### src/rtl/elink_pkg.sv
/* shared code field encoding, K-character bytes and symbol width of the e-link transmitter
   only K28.1, K28.5 and K28.6 are known to the encoder */
`default_nettype none

package elink_pkg;

  // 8b/10b symbol width, fixed by the line code
  localparam int SYM_W = 10;

  // upper two bits of the 10-bit input word
  typedef enum logic [1:0] {
    CODE_DATA  = 2'b00, // byte goes out as a D-character
    CODE_SOP   = 2'b01, // start of packet
    CODE_EOP   = 2'b10, // end of packet
    CODE_COMMA = 2'b11  // comma, same as idle
  } code_t;

  // K-character bytes, HGF EDCBA
  localparam logic [7:0] K28_1 = 8'h3C; // sop marker
  localparam logic [7:0] K28_5 = 8'hBC; // comma and idle fill
  localparam logic [7:0] K28_6 = 8'hDC; // eop marker

endpackage

`default_nettype wire

### src/rtl/enc_if.sv
/* byte and symbol path between controller, encoder and serializer
   enc_stb and sym_stb are single-cycle strobes, nothing acknowledges them */
`timescale 1ns/1ns
`default_nettype none

interface enc_if
  import elink_pkg::*;
();

  logic [7:0]       tx_byte; // character to encode
  logic             tx_k;    // K-character flag
  logic             enc_stb; // tx_byte and tx_k valid this cycle
  logic [SYM_W-1:0] sym;     // encoded symbol, bit 0 is sent first
  logic             sym_stb; // sym just updated

  modport ctrl (output tx_byte, output tx_k, output enc_stb);

  modport enc (input tx_byte, input tx_k, input enc_stb, output sym, output sym_stb);

  modport ser (input sym, input sym_stb);

endinterface

`default_nettype wire

### src/rtl/elink_serializer.sv
/* shifts each symbol out ELINK_WIDTH bits per clock, new symbol taken at the frame edge
   reset contents ignore reverse_10b; hold it stable across reset */
`timescale 1ns/1ns
`default_nettype none

module elink_serializer
  import elink_pkg::*;
#(
  parameter int ELINK_WIDTH = 2
) (
  input  logic                   getDataTrig,
  input  logic                   arst_n,
  input  logic                   swap_outbits,
  input  logic                   reverse_10b,
  enc_if.ser                     enc,
  output logic [ELINK_WIDTH-1:0] edata_out
);

  localparam int SLOTS = SYM_W / ELINK_WIDTH;
  localparam int CNT_W = (SLOTS > 1) ? $clog2(SLOTS) : 1;
  localparam logic [CNT_W-1:0] LAST_SLOT = CNT_W'(SLOTS - 1);
  localparam logic [SYM_W-1:0] K28_5_RDN = 10'b0101111100; // a in bit 0
  localparam logic [SYM_W-1:0] K28_5_RDP = 10'b1010000011;

  logic [CNT_W-1:0]       slot;
  logic                   boundary;  // last slot, shift register reloads
  logic [SYM_W-1:0]       pend;      // symbol waiting for the frame edge
  logic [SYM_W-1:0]       load_sym;
  logic [SYM_W-1:0]       load_rev;
  logic [SYM_W-1:0]       sreg;      // low group goes out next
  logic [ELINK_WIDTH-1:0] grp;
  logic [ELINK_WIDTH-1:0] grp_rev;

  assign boundary = (slot == LAST_SLOT);
  assign load_sym = enc.sym_stb ? enc.sym : pend; // bypass when it lands on the edge
  assign load_rev = {<<{load_sym}};               // msb first on the line
  assign grp      = sreg[ELINK_WIDTH-1:0];
  assign grp_rev  = {<<{grp}};

  always_ff @(posedge getDataTrig or negedge arst_n)
  begin
    if (!arst_n)
      slot <= '0;
    else
      slot <= boundary ? '0 : slot + 1'b1;
  end

  // reset values give K28.5 -, then K28.5 + in the second frame
  always_ff @(posedge getDataTrig or negedge arst_n)
  begin
    if (!arst_n)
    begin
      pend <= K28_5_RDP;
      sreg <= K28_5_RDN;
    end
    else
    begin
      if (enc.sym_stb)
        pend <= enc.sym;
      if (boundary)
        sreg <= reverse_10b ? load_rev : load_sym;
      else
        sreg <= sreg >> ELINK_WIDTH;
    end
  end

  // output register, one cycle behind the shift register
  always_ff @(posedge getDataTrig or negedge arst_n)
  begin
    if (!arst_n)
      edata_out <= '0;
    else
      edata_out <= swap_outbits ? grp_rev : grp; // swap within the group only
  end

endmodule

`default_nettype wire

### src/rtl/elink_tx_ctrl.sv
/* frames the link in SYM_W/ELINK_WIDTH slots and samples one word per frame
   edata_in must be stable at the last slot edge, data_rdy low there means idle comma */
`timescale 1ns/1ns
`default_nettype none

module elink_tx_ctrl
  import elink_pkg::*;
#(
  parameter int ELINK_WIDTH = 2
) (
  input  logic       getDataTrig,
  input  logic       arst_n,
  input  logic [9:0] edata_in,
  input  logic       data_rdy,
  output logic       data_req,
  enc_if.ctrl        enc
);

  localparam int SLOTS = SYM_W / ELINK_WIDTH; // clocks per frame
  localparam int CNT_W = (SLOTS > 1) ? $clog2(SLOTS) : 1;
  localparam logic [CNT_W-1:0] LAST_SLOT = CNT_W'(SLOTS - 1);
  // request one slot ahead of sampling, every cycle for a one-slot frame
  localparam logic [CNT_W-1:0] REQ_SLOT = (SLOTS > 1) ? CNT_W'(SLOTS - 2) : '0;

  logic [CNT_W-1:0] slot;     // position inside the frame
  logic [CNT_W-1:0] slot_nxt;
  logic             sample;   // edge at the end of this slot takes the word
  code_t            code;
  logic [7:0]       sel_byte; // character chosen for the sampled word
  logic             sel_k;

  assign sample   = (slot == LAST_SLOT);
  assign slot_nxt = sample ? '0 : slot + 1'b1;
  assign code     = code_t'(edata_in[9:8]);

  // slot counter and request pulse
  always_ff @(posedge getDataTrig or negedge arst_n)
  begin
    if (!arst_n)
    begin
      slot     <= '0;
      data_req <= 1'b0;
    end
    else
    begin
      slot     <= slot_nxt;
      data_req <= (slot_nxt == REQ_SLOT); // registered, high during REQ_SLOT
    end
  end

  // code field to character
  always_comb
  begin
    sel_byte = K28_5; // idle fill
    sel_k    = 1'b1;
    if (data_rdy)
    begin
      case (code)
        CODE_DATA:  {sel_byte, sel_k} = {edata_in[7:0], 1'b0};
        CODE_SOP:   sel_byte = K28_1;
        CODE_EOP:   sel_byte = K28_6;
        default:    sel_byte = K28_5; // explicit comma
      endcase
    end
  end

  // strobe into the encoder, high during slot 0
  always_ff @(posedge getDataTrig or negedge arst_n)
  begin
    if (!arst_n)
      enc.enc_stb <= 1'b0;
    else
      enc.enc_stb <= sample;
  end

  // character held until the next frame
  always_ff @(posedge getDataTrig)
  begin
    if (sample)
    begin
      enc.tx_byte <= sel_byte;
      enc.tx_k    <= sel_k;
    end
  end

endmodule

`default_nettype wire

### src/rtl/elink_tx_top.sv
/* 8b/10b e-link transmitter, ELINK_WIDTH must be 1, 2, 5 or 10
   word on edata_in is sampled at the last slot edge, first bits leave one frame and one clock later */
`timescale 1ns/1ns
`default_nettype none

module elink_tx_top #(
  parameter int ELINK_WIDTH = 2 // bits per clock on edata_out
) (
  input  logic                   getDataTrig,
  input  logic                   arst_n,
  input  logic [9:0]             edata_in,    // {code, byte}
  input  logic                   data_rdy,    // level, word valid
  input  logic                   swap_outbits,
  input  logic                   reverse_10b,
  output logic                   data_req,    // one pulse per frame
  output logic [ELINK_WIDTH-1:0] edata_out
);

  enc_if enc_bus ();

  // framing, request and character select
  elink_tx_ctrl #(
    .ELINK_WIDTH (ELINK_WIDTH)
  ) elink_tx_ctrl_inst (
    .getDataTrig (getDataTrig),
    .arst_n      (arst_n),
    .edata_in    (edata_in),
    .data_rdy    (data_rdy),
    .data_req    (data_req),
    .enc         (enc_bus)
  );

  // symbol one cycle after the strobe
  enc_8b10b enc_8b10b_inst (
    .getDataTrig (getDataTrig),
    .arst_n      (arst_n),
    .enc         (enc_bus)
  );

  elink_serializer #(
    .ELINK_WIDTH (ELINK_WIDTH)
  ) elink_serializer_inst (
    .getDataTrig  (getDataTrig),
    .arst_n       (arst_n),
    .swap_outbits (swap_outbits),
    .reverse_10b  (reverse_10b),
    .enc          (enc_bus),
    .edata_out    (edata_out)
  );

endmodule

`default_nettype wire

### src/rtl/enc_8b10b.sv
/* 8b/10b encoder with running disparity, disparity starts negative after reset
   K flag always gives K28.y; y other than 1 or 6 is sent as K28.5 */
`timescale 1ns/1ns
`default_nettype none

module enc_8b10b
  import elink_pkg::*;
(
  input  logic getDataTrig,
  input  logic arst_n,
  enc_if.enc   enc
);

  logic [4:0]       x;         // EDCBA
  logic [2:0]       y;         // HGF
  logic [5:0]       six_n;     // abcdei for negative disparity, a in bit 5
  logic             six_flip;  // unbalanced sub-block, disparity flips
  logic             six_alt;   // positive disparity takes the complement
  logic [5:0]       six;
  logic             rd6;       // disparity after the 6b sub-block
  logic [3:0]       four_n;    // fghj, f in bit 3
  logic             four_flip;
  logic             four_alt;
  logic [3:0]       four;
  logic             use_a7;    // alternate D.x.7 to avoid a run of five
  logic [SYM_W-1:0] code_msb;  // abcdei fghj with a on the left
  logic [SYM_W-1:0] sym_nxt;   // a moved to bit 0, first on the line
  logic             rd_pos;    // running disparity, 1 is positive
  logic             rd_nxt;

  assign x = enc.tx_byte[4:0];
  assign y = enc.tx_byte[7:5];

  // 5b/6b
  always_comb
  begin
    case (x)
      5'd0:  six_n = 6'b100111;
      5'd1:  six_n = 6'b011101;
      5'd2:  six_n = 6'b101101;
      5'd3:  six_n = 6'b110001;
      5'd4:  six_n = 6'b110101;
      5'd5:  six_n = 6'b101001;
      5'd6:  six_n = 6'b011001;
      5'd7:  six_n = 6'b111000; // balanced but still alternates
      5'd8:  six_n = 6'b111001;
      5'd9:  six_n = 6'b100101;
      5'd10: six_n = 6'b010101;
      5'd11: six_n = 6'b110100;
      5'd12: six_n = 6'b001101;
      5'd13: six_n = 6'b101100;
      5'd14: six_n = 6'b011100;
      5'd15: six_n = 6'b010111;
      5'd16: six_n = 6'b011011;
      5'd17: six_n = 6'b100011;
      5'd18: six_n = 6'b010011;
      5'd19: six_n = 6'b110010;
      5'd20: six_n = 6'b001011;
      5'd21: six_n = 6'b101010;
      5'd22: six_n = 6'b011010;
      5'd23: six_n = 6'b111010;
      5'd24: six_n = 6'b110011;
      5'd25: six_n = 6'b100110;
      5'd26: six_n = 6'b010110;
      5'd27: six_n = 6'b110110;
      5'd28: six_n = 6'b001110;
      5'd29: six_n = 6'b101110;
      5'd30: six_n = 6'b011110;
      default: six_n = 6'b101011;
    endcase
    if (enc.tx_k)
      six_n = 6'b001111; // K.28, x ignored
    six_flip = ($countones(six_n) != 3);
    six_alt  = six_flip | (!enc.tx_k && x == 5'd7);
    six      = (rd_pos && six_alt) ? ~six_n : six_n;
    rd6      = rd_pos ^ six_flip;
  end

  // 3b/4b, selected by the disparity after the 6b part
  always_comb
  begin
    use_a7 = (y == 3'd7) &&
             (rd6 ? (x == 5'd11 || x == 5'd13 || x == 5'd14)
                  : (x == 5'd17 || x == 5'd18 || x == 5'd20));
    case (y)
      3'd0: four_n = 4'b1011;
      3'd1: four_n = 4'b1001;
      3'd2: four_n = 4'b0101;
      3'd3: four_n = 4'b1100; // balanced, alternates
      3'd4: four_n = 4'b1101;
      3'd5: four_n = 4'b1010;
      3'd6: four_n = 4'b0110;
      default: four_n = use_a7 ? 4'b0111 : 4'b1110;
    endcase
    four_flip = ($countones(four_n) != 2);
    four_alt  = four_flip | (y == 3'd3);
    four      = (rd6 && four_alt) ? ~four_n : four_n;
    if (enc.tx_k)
    begin
      if (y != 3'd1 && y != 3'd6)
        four_n = 4'b1010;               // K28.5 pattern
      four      = rd6 ? four_n : ~four_n; // K order is inverted vs data
      four_flip = 1'b0;
    end
    rd_nxt = rd6 ^ four_flip;
  end

  assign code_msb = {six, four};
  assign sym_nxt  = {<<{code_msb}}; // bit 0 becomes a

  // disparity and strobe
  always_ff @(posedge getDataTrig or negedge arst_n)
  begin
    if (!arst_n)
    begin
      rd_pos      <= 1'b0; // negative
      enc.sym_stb <= 1'b0;
    end
    else
    begin
      enc.sym_stb <= enc.enc_stb;
      if (enc.enc_stb)
        rd_pos <= rd_nxt;
    end
  end

  always_ff @(posedge getDataTrig)
  begin
    if (enc.enc_stb)
      enc.sym <= sym_nxt;
  end

endmodule

`default_nettype wire

### config.mk
export PLATFORM = sky130hd
export DESIGN_NAME = elink_tx_top
export DESIGN_NICKNAME = d
export VERILOG_FILES = /design/src/rtl/elink_pkg.sv /design/src/rtl/enc_if.sv /design/src/rtl/elink_serializer.sv /design/src/rtl/elink_tx_ctrl.sv /design/src/rtl/elink_tx_top.sv /design/src/rtl/enc_8b10b.sv
export SDC_FILE = /design/constraint.sdc
export NUM_CORES = 1
export LEC_CHECK = 0
export ABC_AREA = 1
export BUFFER_PORTS_ARGS = -buffer_cell sky130_fd_sc_hd__buf_2
export CORE_MARGIN = 2
export CORE_UTILIZATION = 45
export CTS_BUF_LIST = sky130_fd_sc_hd__clkbuf_4 sky130_fd_sc_hd__clkbuf_8
export CTS_CLUSTER_DIAMETER = 80
export DETAILED_ROUTE_END_ITERATION = 16
export SLEW_MARGIN = 30
export SYNTH_ARGS = -nofsm -noshare
export SYNTH_HDL_FRONTEND = slang
export SYNTH_HIERARCHICAL = 1
export SYNTH_SLANG_ARGS = --single-unit
### constraint.sdc
create_clock -name getDataTrig -period 5.7 [get_ports getDataTrig]
set_input_delay 0.285 -clock getDataTrig [delete_from_list [all_inputs] [get_ports getDataTrig]]
set_output_delay 0.285 -clock getDataTrig [all_outputs]
set_load 0.02 [all_outputs]
---- Word level (Yosys, flattened, before mapping) ----
Memory sizes are Yosys's and may differ from the RTL's. A register that Yosys moved wholly into a read port is not among the register bits.
Cells that the tools add are included.
cells by class
  bitwise logic cells ..................... 7
  multiplexer cells ....................... 21
  $add $sub $neg .......................... 10
  reductions and logical operators ........ 12
  equal/unequal tests ..................... 23
operator list
  operator             number
  $add 32x32->32       3
  $ne 32x3->1 const B  2
  $mux 10              3
  $pmux 4 s7           1
  $mux 4               6
  $pmux 8 s3           1
  $eq 3x3->1 const B   6
  $eq 5x4->1 const B   3
  $eq 5x5->1 const B   3
  $mux 6               2
  $add 1x1->2          5
  $mux 5               2
  $eq 3x2->1 const B   3
  $not 4->4            2
  $add 3x1->3 const B  2
  $mux 3               2
  $not 6->6            1
  $eq 5x3->1 const B   1
  $logic_and 1x1->1    5
  $logic_or 1x1->1     4
  $eq 3x1->1 const B   1
  $logic_not 3->1      1
  $mux 1               3
  $ne 3x1->1 const B   1
  other kinds (8)      10
word-level totals
  input bits .............................. 15
  word-level logic and storage cells ...... 86
  memories ................................ 1
  memory bits (read-only) ................. 192
  register bits ........................... 51
  output and inout bits ................... 3
memories
  memory           depth  width  rd ports  clocked after memory_dff  write ports  line             RTL
  (no name shown)  32     6      1         1                         0            enc_8b10b.sv:37  case (x)

---- Logic depth before layout (Yosys ltp) ----
Gate-level depths: netlist of run 1.
  depth after elaboration ................. 17
  gate-level depth with buffers ........... 35
  depth with buffers taken out ............ 35

---- Hierarchy ----
Netlist of run 1, hierarchy kept.
modules (own cells, without submodules)
  module            seq. area each (um^2)  instances  cells an instance  area each (um^2)
  enc_8b10b         350.3                  1          168                1285.0
  elink_serializer  638.1                  1          123                1146.1
  elink_tx_ctrl     395.4                  1          56                 614.3

---- Worst setup path after synthesis of run 1 ----
No wires, ideal clock.
  path kind ............................... reg2reg
  start ................................... register elink_tx_ctrl_inst.enc.tx_byte[0]
  end ..................................... register enc_8b10b_inst.enc.sym[8] (data pin)
  stages on the path, launching flop included .. 35
  arrival ................................. 5.076 ns
  setup time .............................. 0.255 ns
  period minus slack after synthesis ...... 5.330 ns
  buffers on the path ..................... 0
  required time ........................... 5.445 ns
  slack ................................... 0.370 ns
  path through ............................ edfxtp_1 inv_1 ha_1 or2_1 nand3_1 o221ai_1 nand2_1 nand3_1 ha_1 inv_1 fa_1 inv_1 ha_1 fa_1 nand2_1 a21oi_1 nand2_1 nand2_1 nand2_2 nand2_1 nand3_2 nand2_1 inv_1 fa_1 inv_1 ha_1 ha_1 nand3_1 inv_1 nand2_1 nand2_2 inv_2 nand2_1 nand3_1 and2_1
between the ends
  word-level cells in the longest chain between the ends .. 14
  elaborated cells between the ends (all ways) .. 22
  classes of those cells .................. add/sub: 3; eq/ne: 7; mux: 5; bitwise: 1; reduce/logical: 6
RTL lines
  what                                              line                              RTL
  from (decl)                                       enc_if.sv:16                      modport ctrl (output tx_byte, output tx_k, output enc_stb);
  from (signal assigned)                            elink_tx_ctrl.sv:81               enc.tx_byte <= sel_byte;
  $eq 5x5->1 or $eq 5x4->1 (tied branches)          enc_8b10b.sv:84, enc_8b10b.sv:83
  $logic_or 1x1->1 (on tied branches) (2 in a row)  enc_8b10b.sv:84, enc_8b10b.sv:83
  $mux 1 (*)                                        enc_8b10b.sv:83                   (rd6 ? (x == 5'd11 || x == 5'd13 || x == 5'd14)
  $logic_and 1x1->1 (*)                             enc_8b10b.sv:82                   use_a7 = (y == 3'd7) &&
  $mux 4 (*)                                        enc_8b10b.sv:93                   default: four_n = use_a7 ? 4'b0111 : 4'b1110;
  $pmux 4 s7 (*)                                    enc_8b10b.sv:85                   case (y)
  $add 1x1->2 (implied by the code)                 enc_8b10b.sv:95                   four_flip = ($countones(four_n) != 2);
  $add 32x32->32 (implied by the code) (*)          enc_8b10b.sv:95
  $ne 32x3->1 (*)                                   enc_8b10b.sv:95
  $or 1x1->1 (*)                                    enc_8b10b.sv:96                   four_alt = four_flip | (y == 3'd3);
  $logic_and 1x1->1 (*)                             enc_8b10b.sv:97                   four = (rd6 && four_alt) ? ~four_n : four_n;
  $mux 4 (*)                                        enc_8b10b.sv:97
  $mux 4 (*)                                        enc_8b10b.sv:98                   if (enc.tx_k)
  via enc_8b10b_inst.four[1]                        enc_8b10b.sv:24                   logic [3:0] four;
  to (signal assigned)                              enc_8b10b.sv:130                  enc.sym <= sym_nxt;
  to (decl)                                         enc_if.sv:18                      modport enc (input tx_byte, input tx_k, input enc_stb, output sym, output sym_stb);
Mark *: on every way through the listed nets, which the timed path passes. The rest lies on a longest branch.
A chain may end at the register's enable or synchronous reset.

---- Worst setup path after layout of run 1 ----
  start ................................... register elink_tx_ctrl_inst.enc.tx_byte[0]
  end ..................................... register enc_8b10b_inst.enc.sym[7] (data pin)
The elaborated chain is that of the path after synthesis.

==> key figures, run 1 <==
Cells and area
  • Area Growth Syn to Fin: 13.2%
  • Area of the multi-input gates: 0.00151 mm^2
  • Commonest non-fill, non-tap cell in the layout: nand2_1
  • FILL cells: 592
  • Share of layout cells above drive strength 1: between 20% and 30%
  • Fin area: 0.00345 mm^2
  • Register area: around 0.0014 mm^2
  • Ant. Diodes: 0
  • Fin util: roughly 53%
  • Most frequent cells in the layout: nand2_1 (92), nand3_1 (41), inv_1 (38)
  • # nets final: approximately 420

Timing
  • Max-slew headroom: 52.8%
  • Final Hold Viols: 0
  • Slew Viols, Final: 0
  • Hold WS: 0.00873 ns
  • Worst-Margin Slew: 0.708 ns
  • Layout Skew: 0.00578 ns
  • Final Cycle Share: 95.1%
  • Fmax: between 150 and 200 MHz
  • RSZ-0062 raised after global routing: true
  • Setup TNS Final: 0 ns
  • Final setup viols: 0
  • Post-route minimum period: 5.42 ns

Power
  • Leakage: roughly 1.6 nW
  • PnR Total Power: 0.000934 W
  • Peak supply drop: approximately 0.12 mV
  • PD cells: 271 mW/mm^2

Synth
  • Post-synthesis cell count: between 300 and 400
  • Post-Syn Area: 0.00305 mm^2
  • Synth async-reset ratio: 62.7%
  • Number of distinct library cells after synthesis: 37
  • Post-synth top area share: about a fifth
  • Synth top area cells: edfxtp_1 (19%), dfrtp_1 (18%), nand2_1 (12%), ha_1 (9.0%), dfstp_2 (8.6%)
  • Avg Cell Area, Syn: 8.78 um^2
  • Synth Register Bits: a little over 50
  • Register area share after synthesis: ~45%
  • Post-synth net total: 387
  • Ys flop type: dfrtp_1
  • Area leader, netlist: edfxtp_1
  • Synth Warn #: 6
  • EDFF count, synth: 19

Route
  • Drt first pass iters: 4
  • DR vias: 2324
  • DR iter-0 viols: 78
  • Drc violations: 0
  • Average wire per standard cell: about 13 um
  • Drt via density: ~5.1
  • Remaining antenna violation count: 0
  • WL final: approximately 5.7 mm

GRT
  • Vias in the first global route: 2274
  • GRT Residual Overflow: 0
  • Initial antenna violation count: 0
  • First-pass GRT wire length: 9.79 mm
  • Total GRT Usage: 16.4%
  • Pin count of the biggest net entering global routing: 33

Run
  • Max_cap viols: 0

Floorplanning
  • Die X: 86.3 um
  • Initial Utilization: between 40% and 50%
  • Core ar.: 0.00646 mm^2
  • Die ar.: 0.00744 mm^2
  • Top Ports: 18
  • Rows: 29
  • Die H: 86.3 um

Setup path
  • Most frequent cell on the critical path: nand2_1
  • Crit Path Max Fanout: 5
  • Critical path class: reg -> reg
  • Critical path capture point type: register
  • Max stage delay on crit path: 0.52 ns
  • Worst setup SP type: register
  • Crit path DAT: 5.50 ns
  • Required time of the critical path: 5.78 ns
  • Slowest CP cell: fa_1

Place
  • Final Wtd Congestion: 0.947
  • Port-buffer cells: 17
  • Dpl cell area: 0.00319 mm^2
  • HPWL after DPL: roughly 4.1 mm

CTS
  • Clock Latency Late Sink: 0.31 ns
  • Cts bufs inserted: 5
  • CTS tree: done
  • Number of H-tree levels: 2
  • CTS Sinks: 51
  • Clock transition at path regs: 0.09 ns
  • Clock root buffer: clkbuf_8
  • Clock buffer depth: 2
  • Hold Buf Count CTS: 0

Outcome
  • Status: finished, final reports clean

Min path
  • Worst hold path type: in -> async
## critical path, delay by kind of cell, from the launching register on
| family | cells | cell delay (ns) |
|---|---|---|
| simple gates | 17 | 1.65 |
| buf+inv | 7 | 0.35 |
| compound gates | 2 | 0.22 |
| fa+ha+maj | 8 | 2.62 |
| flops | 1 | 0.37 |
## metrics by stage
stage	setup WS, ns	instances
floorplan	0.370	347
global placement	0.268	439
detailed placement	0.189	439
CTS	0.150	447
global route	-0.0722	454
finish	0.282	454
## final timing paths
| check | start | endpoint | slack [ns] | cells after the start |
|---|---|---|---|---|
| max | elink_tx_ctrl_inst/enc.tx_byte[0] | enc_8b10b_inst/enc.sym[7] | 0.28 | 34 |
| min | arst_n | elink_serializer_inst/pend[4] | 0.009 | 1 |
| max reg2reg | elink_tx_ctrl_inst/enc.tx_byte[0] | enc_8b10b_inst/enc.sym[7] | 0.28 | 34 |
| min reg2reg | elink_serializer_inst/sreg[9] | elink_serializer_inst/sreg[7] | 0.45 | 2 |
| max in group asynchronous | arst_n | elink_tx_ctrl_inst/data_req | 5.23 | 1 |
| min in group getDataTrig | swap_outbits | elink_serializer_inst/edata_out[0] | 0.18 | 2 |
## power breakdown
| group | internal (W) | switching [W] | leakage, nW |
|---|---|---|---|
| registers | 0.000449 | 0.0000147 | 0.550 |
| logic | 0.0000925 | 0.000154 | 1.03 |
| clock network | 0.0000996 | 0.000123 | 0.0517 |
## kinds of logic (layout without fill, tap and decap cells)
| kind of cell | count (synthesis) | after routing | share of synthesized area, % |
|---|---|---|---|
| flip-flops | 51 | 51 | 45.4 |
| adder cells (fa/ha/maj) | 25 | 25 | 11.0 |
| XOR/XNOR | 8 | 8 | 2.30 |
| AO/OA/AOI/OAI | 27 | 27 | 6.12 |
| AND/OR/NAND/NOR | 180 | 180 | 26.6 |
| buffers and inverters | 56 | 86 | 8.50 |
## layer usage
| layer | track usage (%) | routed length, um | vias up |
|---|---|---|---|
| met5 | 0 | 0 | - |
| met4 | 6.96 | 129 | 0 |
| met3 | 3.62 | 210 | 11 |
| met2 | 28.4 | 2830 | 53 |
| met1 | 19.8 | 2520 | 1076 |
| li1 | - | - | 1184 |
## cell usage after synthesis (all sizes together), types with 4 or more instances
| library cell | n |
|---|---|
| dfrtp | 22 |
| nand2 | 101 |
| buf | 5 |
| inv | 50 |
| xor2 | 6 |
| nor2 | 22 |
| dfstp | 10 |
| edfxtp | 19 |
| a21oi | 6 |
| nand3 | 51 |
| o21ai | 9 |
| o221ai | 4 |
| ha | 22 |
## cell type report
type	instances	area share [%]
multi-input cells	240	43.8
flip-flops and latches	51	40.1
clock buffers	6	2.40
clock inverters	2	0.436
repair buffers	27	4.65
well taps	77	2.79
inverters	51	5.77
## timing repair
item	in CTS	in global routing
hold endpoints to repair	0	0
resized for setup	0	25
endpoints found under the setup margin	0	5
buffers inserted	0	7
## sequential cells by signal (all words and copies together), names as in the netlist
register,cells
elink_serializer_inst/pend,10
enc_8b10b_inst/enc.sym_stb,1
elink_tx_ctrl_inst/enc.enc_stb,1
elink_tx_ctrl_inst/slot,3
elink_tx_ctrl_inst/enc.tx_byte,8
elink_serializer_inst/edata_out,2
elink_tx_ctrl_inst/data_req,1
elink_tx_ctrl_inst/enc.tx_k,1
elink_serializer_inst/sreg,10
enc_8b10b_inst/rd_pos,1
enc_8b10b_inst/enc.sym,10
elink_serializer_inst/slot,3
Power figures use the tool's default switching activity.
==> inputs of run 2 (changes only) <==
--- a/config.mk
+++ b/config.mk
@@ -12,6 +12,7 @@
 export CTS_BUF_LIST = sky130_fd_sc_hd__clkbuf_4 sky130_fd_sc_hd__clkbuf_8
 export CTS_CLUSTER_DIAMETER = 80
 export DETAILED_ROUTE_END_ITERATION = 16
+export MAX_ROUTING_LAYER = met4
 export SLEW_MARGIN = 30
 export SYNTH_ARGS = -nofsm -noshare
 export SYNTH_HDL_FRONTEND = slang
==> key figures, run 2 (synthesized netlist as in run 1, its figures left out) <==
Cells and area
  • Most frequent cells in the layout: nand2_1 (92), nand3_1 (42), inv_1 (40)
  • Share of layout cells above drive strength 1: 22.1% (-1.8 points)
  • Ant. Diodes: 0 (unchanged)
  • Commonest non-fill, non-tap cell in the layout: nand2_1
  • Area Growth Syn to Fin: 11.0%
  • Non-filler cells, final: 453 (-0.22%)
  • Fin util: 52.3% (-1.0 points)
  • # nets final: 415 (-0.24%)
  • Largest regs: elink_serializer_inst/pend: 10 flops, elink_serializer_inst/sreg: 10 flops, enc_8b10b_inst/enc.sym: 10 flops

Power
  • Combinational share of power: 26.1% (-0.3 points)
  • Switching power: 0.000296 W (+1.3%)
  • PnR Total Power: 0.000925 W (-0.97%)
  • Switching portion of total power: 32.0% (+0.71 points)
  • Peak supply drop: 0.112 mV (-5.8%)
  • PD cells: 273 mW/mm^2 (+0.98%)
  • Reg power frac: 50.2% (+0.5 points)
  • Leakage: 1.62 nW (-0.65%)
  • Internal: 0.000629 W (-2.0%)
  • Clk network pwr share: 23.7% (-0.2 points)

CTS
  • Clock buffer depth: 2 (unchanged)
  • Cts bufs inserted: 5 (unchanged)
  • CTS Sinks: 51 (unchanged)
  • Clock Latency Late Sink: 0.31 ns (about the same)
  • Clock root buffer: clkbuf_8
  • CTS tree: done
  • Clock transition at path regs: 0.10 ns (about the same)
  • Number of H-tree levels: 2 (unchanged)

GRT
  • Total GRT Usage: 16.8% (+0.42 points)
  • GRT Residual Overflow: 0 (unchanged)
  • Initial antenna violation count: 0 (unchanged)
  • First-pass GRT wire length: 9.74 mm (-0.57%)
  • Vias in the first global route: 2181 (-4.1%)
  • Pin count of the biggest net entering global routing: 33 (unchanged)

Timing
  • Post-route minimum period: 5.41 ns (-0.00914 ns)
  • Slew Viols, Final: 0 (unchanged)
  • Final worst slack: 0.291 ns (+0.00914 ns)
  • Worst-Margin Slew: 0.728 ns (+0.0201 ns)
  • Fmax: 185 MHz (+0.17%)
  • Layout Skew: 0.00890 ns (+0.00312 ns)
  • Final setup viols: 0 (unchanged)
  • Final Hold Viols: 0 (unchanged)
  • Max-slew headroom: 51.5% (-1.3 points)
  • Final Cycle Share: 94.9% (-0.16 points)

Setup path
  • Required time of the critical path: 5.76 ns (-0.02 ns)
  • Critical path capture point type: register
  • Worst path top cell family by delay: adder cells
  • FF-to-FF End: enc_8b10b_inst/enc.sym[7]
  • Crit Path Max Fanout: 5 (unchanged)
  • Slowest CP cell: fa_1
  • Bufs and invs on worst path: 7 (unchanged)
  • Reg2reg start: elink_tx_ctrl_inst/enc.tx_byte[0]
  • Critical path class: reg -> reg
  • Most frequent cell on the critical path: nand2_1
  • Crit path DAT: 5.47 ns (-0.03 ns)
  • Worst setup SP type: register
  • R2R cell count: 33 (-2.9%)
  • Max stage delay on crit path: 0.52 ns (about the same)
  • R2r setup slk: 0.29 ns (about the same)

Run
  • Max_cap viols: 0 (unchanged)

Floorplanning
  • Top Ports: 18 (unchanged)
  • Die ar.: 0.00744 mm^2 (unchanged)
  • Core ar.: 0.00646 mm^2 (unchanged)
  • Die X: 86.3 um (unchanged)
  • Rows: 29 (unchanged)
  • Initial Utilization: 47.2% (unchanged)
  • Die H: 86.3 um (unchanged)

Route
  • Drc violations: 0 (unchanged)
  • Drt first pass iters: 4 (unchanged)
  • WL final: 5.61 mm (-1.3%)
  • Average wire per standard cell: 12.4 um (-1.0%)
  • Drt via density: 5.08 (-0.81%)
  • DR iter-0 viols: 81 (+3.8%)
  • DR vias: 2300 (-1.0%)
  • Remaining antenna violation count: 0 (unchanged)

Place
  • HPWL after DPL: 4.23 mm (+4.2%)
  • Placed Cells: 439 (unchanged)
  • Port-buffer cells: 17 (unchanged)
  • Final Wtd Congestion: 0.983 (+3.9%)
  • DP Worst Slack: 0.163 ns (-0.0266 ns)

Min path
  • Worst hold path type: in -> async

Outcome
  • Status: finished, final reports clean
-- run 2: changes by cell type in the layout (fill, tap and decap cells not counted), moves of 2 or more --
cell / before / now
inv_2: 11 / 9
inv_1: 38 / 40
ha_1: 16 / 19
ha_4: 4 / 1
-- run 2: power groups by stage --
stage                     clock, W  combinational, W  sequential, W
after detailed placement         0          0.000233       0.000472
after floorplan                  0          0.000177       0.000475
after global placement           0          0.000226       0.000471
after global routing      0.000245          0.000286       0.000469
final                     0.000219          0.000241       0.000465
after CTS                 0.000230          0.000234       0.000465
-- run 2: final cells by class --
class                      count  area [um^2]
timing repair buffer          26          153
clock buffer                   5         68.8
clock inverter                 3         28.8
sequential                    51         1380
multi-input combinational    240         1450
inverter                      51          199
fill                         592         3080
tap                           77         96.3
-- run 2: how the worst max path moves through the flow --
| stage | to | cells after the start | slack [ns] | start |
|---|---|---|---|---|
| 2_1_floorplan | enc_8b10b_inst/enc.sym[8] | 34 | 0.37 | elink_tx_ctrl_inst/enc.tx_byte[0] |
| 6_report | enc_8b10b_inst/enc.sym[7] | 33 | 0.29 | elink_tx_ctrl_inst/enc.tx_byte[0] |
| 3_5_place_dp | enc_8b10b_inst/enc.sym[7] | 34 | 0.16 | elink_tx_ctrl_inst/enc.tx_byte[0] |
| 4_1_cts | enc_8b10b_inst/enc.sym[7] | 34 | 0.14 | elink_tx_ctrl_inst/enc.tx_byte[0] |
| 3_3_place_gp | enc_8b10b_inst/enc.sym[8] | 34 | 0.26 | elink_tx_ctrl_inst/enc.tx_byte[1] |
| 5_1_grt | enc_8b10b_inst/enc.sym[7] | 34 | -0.07 | elink_tx_ctrl_inst/enc.tx_byte[0] |
-- run 2: metrics by stage --
step                      setup TNS (ns)  hold slack (ns)  instance area, um^2
after floorplan                        0          -0.0106                 3050
after global placement                 0            0.375                 3190
after detailed placement               0            0.390                 3190
after CTS                              0           0.0471                 3290
after global routing              -0.183           0.0741                 3380
final                                  0           0.0307                 3380
-- run 2: timing repair --
action,CTS,global route
endpoints found under the setup margin,0,5
endpoints found under the hold margin,0,0
gates resized for setup,0,16
buffers inserted,0,6
hold buffers,0,0
-- run 2: worst register-to-register path, delay by kind of cell (launching register included) --
| family | cells | cell delay [ns] |
|---|---|---|
| flip-flops | 1 | 0.38 |
| buffers and inverters | 7 | 0.41 |
| AND/OR/NAND/NOR | 16 | 1.52 |
| adder cells (fa/ha/maj) | 8 | 2.62 |
| AO/OA/AOI/OAI | 2 | 0.22 |
-- run 2: metal layers --
metal	part of all wire [%]	wire length [um]	vias to the layer above	track usage, %
li1	-	-	1183	-
met1	45	2520	1051	20.3
met2	50	2800	54	28.4
met3	3.3	186	12	2.95
met4	1.9	108	0	6.25
met5	0	0	-	-
==> inputs of run 3 (changes only) <==
--- a/config.mk
+++ b/config.mk
@@ -7,12 +7,15 @@
 export LEC_CHECK = 0
 export ABC_AREA = 1
 export BUFFER_PORTS_ARGS = -buffer_cell sky130_fd_sc_hd__buf_2
+export CELL_PAD_IN_SITES_DETAIL_PLACEMENT = 0
+export CELL_PAD_IN_SITES_GLOBAL_PLACEMENT = 1
 export CORE_MARGIN = 2
-export CORE_UTILIZATION = 45
+export CORE_UTILIZATION = 44
 export CTS_BUF_LIST = sky130_fd_sc_hd__clkbuf_4 sky130_fd_sc_hd__clkbuf_8
 export CTS_CLUSTER_DIAMETER = 80
 export DETAILED_ROUTE_END_ITERATION = 16
 export MAX_ROUTING_LAYER = met4
+export PLACE_DENSITY_LB_ADDON = 0.1
 export SLEW_MARGIN = 30
 export SYNTH_ARGS = -nofsm -noshare
 export SYNTH_HDL_FRONTEND = slang
==> key figures, run 3 (synthesized netlist as in run 1, its figures left out) <==
Setup path
  • R2R cell count: 32 (-3.0%)
  • Bufs and invs on worst path: 6 (-1)
  • Most frequent cell on the critical path: nand2_1
  • Max stage delay on crit path: 0.55 ns (+0.03 ns)
  • Slowest CP cell: edfxtp_1
  • Worst path top cell family by delay: adder cells
  • CP Depth: 32 (-3.0%)
  • Reg2reg start: elink_tx_ctrl_inst/enc.tx_byte[2]
  • Crit path DAT: 5.47 ns (about the same)
  • Critical path capture point type: register
  • Required time of the critical path: 5.76 ns (about the same)
  • Worst setup SP type: register
  • Crit Path Max Fanout: 7 (+2)
  • Critical path class: reg -> reg
  • Worst setup path startpoint: elink_tx_ctrl_inst/enc.tx_byte[2]

Timing
  • Worst-Margin Slew: 0.727 ns (-0.000702 ns)
  • Final Cycle Share: 94.9% (about the same)
  • Slew Viols, Final: 0 (unchanged)
  • Max-slew headroom: 51.5% (about the same)
  • Final setup viols: 0 (unchanged)
  • Setup TNS Final: 0 ns (unchanged)
  • Layout Skew: 0.00854 ns (-0.000364 ns)
  • Hold WS: 0.0299 ns (-0.000748 ns)
  • Post-route minimum period: 5.41 ns (+0.00325 ns)
  • Fmax: 185 MHz (about the same)
  • Final Hold Viols: 0 (unchanged)

Cells and area
  • Share of layout cells above drive strength 1: 22.5% (+0.47 points)
  • Largest regs: elink_serializer_inst/pend: 10 flops, elink_serializer_inst/sreg: 10 flops, enc_8b10b_inst/enc.sym: 10 flops
  • Fin area: 0.00344 mm^2 (+1.9%)
  • Ant. Diodes: 0 (unchanged)
  • Most frequent cells in the layout: nand2_1 (93), nand3_1 (42), inv_1 (40)
  • # nets final: 416 (+0.24%)
  • Commonest non-fill, non-tap cell in the layout: nand2_1
  • Fin util: 51.0% (-1.4 points)
  • Area Growth Syn to Fin: 13.1%

Route
  • DR iter-0 viols: 75 (-7.4%)
  • Drt first pass iters: 4 (unchanged)
  • Remaining antenna violation count: 0 (unchanged)
  • WL final: 5.82 mm (+3.8%)
  • Average wire per standard cell: 12.7 um (+2.9%)
  • Drc violations: 0 (unchanged)
  • Drt via density: 5.03 (-0.92%)
  • DR vias: 2299 (-0.043%)

CTS
  • CTS tree: done
  • Clock Latency Late Sink: 0.30 ns (about the same)
  • Clock root buffer: clkbuf_8
  • Number of H-tree levels: 2 (unchanged)
  • Clock buffer depth: 2 (unchanged)
  • Clock transition at path regs: 0.10 ns (about the same)
  • CTS Sinks: 51 (unchanged)
  • Cts bufs inserted: 5 (unchanged)

Place
  • Port-buffer cells: 17 (unchanged)
  • Dpl cell area: 0.00321 mm^2 (+0.59%)
  • HPWL after DPL: 4.41 mm (+4.2%)
  • Final Wtd Congestion: 0.920 (-6.4%)

GRT
  • First-pass GRT wire length: 9.71 mm (-0.28%)
  • Total GRT Usage: 16.6% (-0.27 points)
  • Vias in the first global route: 2195 (+0.64%)
  • Pin count of the biggest net entering global routing: 33 (unchanged)
  • Initial antenna violation count: 0 (unchanged)
  • GRT Residual Overflow: 0 (unchanged)

Min path
  • Worst hold path type: in -> async

Floorplanning
  • Core ar.: 0.00676 mm^2 (+4.6%)
  • Top Ports: 18 (unchanged)
  • Die H: 87.2 um (+1.1%)
  • Die ar.: 0.00760 mm^2 (+2.2%)
  • Initial Utilization: 45.1% (-2.1 points)
  • Die X: 87.2 um (+1.1%)
  • Rows: 30 (+3.4%)

Run
  • Max_cap viols: 0 (unchanged)

Power
  • Leakage: 1.65 nW (+1.4%)
  • PD cells: 283 mW/mm^2 (+3.3%)
  • Peak supply drop: 0.133 mV (+19%)
  • PnR Total Power: 0.000973 W (+5.3%)

Outcome
  • Status: finished, final reports clean
[run 3: repair_timing]
| action | CTS | global route |
|---|---|---|
| hold buffers | 0 | 0 |
| gates resized for setup | 0 | 18 |
| buffers inserted | 0 | 5 |
| endpoints found under the setup margin | 0 | 5 |
| hold endpoints to repair | 0 | 0 |
[run 3: power by group]
part	switching (W)	internal [W]
sequential	0.0000149	0.000449
clock	0.000119	0.000144
combinational	0.000152	0.0000932
[run 3: cell type report]
cell class / count / area (um^2)
Clock buffer: 6 / 82.6
Clock inverter: 2 / 38.8
Fill cell: 648 / 3310
Inverter: 51 / 199
Multi-Input combinational cell: 240 / 1480
Sequential cell: 51 / 1380
Tap cell: 80 / 100
Timing Repair Buffer: 27 / 160
[run 3: path summary, 6_finish.rpt]
kind	slack, ns	end
max	0.29	enc_8b10b_inst/enc.sym[8]
max reg2reg	0.29	enc_8b10b_inst/enc.sym[8]
min	0.03	elink_serializer_inst/pend[5]
max in group asynchronous	5.19	elink_serializer_inst/slot[1]
min in group getDataTrig	0.19	elink_serializer_inst/edata_out[0]
min reg2reg	0.46	elink_serializer_inst/sreg[7]
[run 3: metrics by stage]
stage	setup WS, ns	instances
finish	0.288	457
global route	-0.0650	457
CTS	0.0750	452
detailed placement	0.0910	444
global placement	0.242	444
floorplan	0.370	347
[run 3: metal layers]
| layer | vias to the layer above | GRT usage (%) | routed length [um] |
|---|---|---|---|
| met3 | 10 | 3.03 | 202 |
| met2 | 54 | 29.5 | 3050 |
| met5 | - | - | 0 |
| met1 | 1051 | 19.3 | 2470 |
| met4 | 0 | 4.20 | 99 |
| li1 | 1184 | - | - |
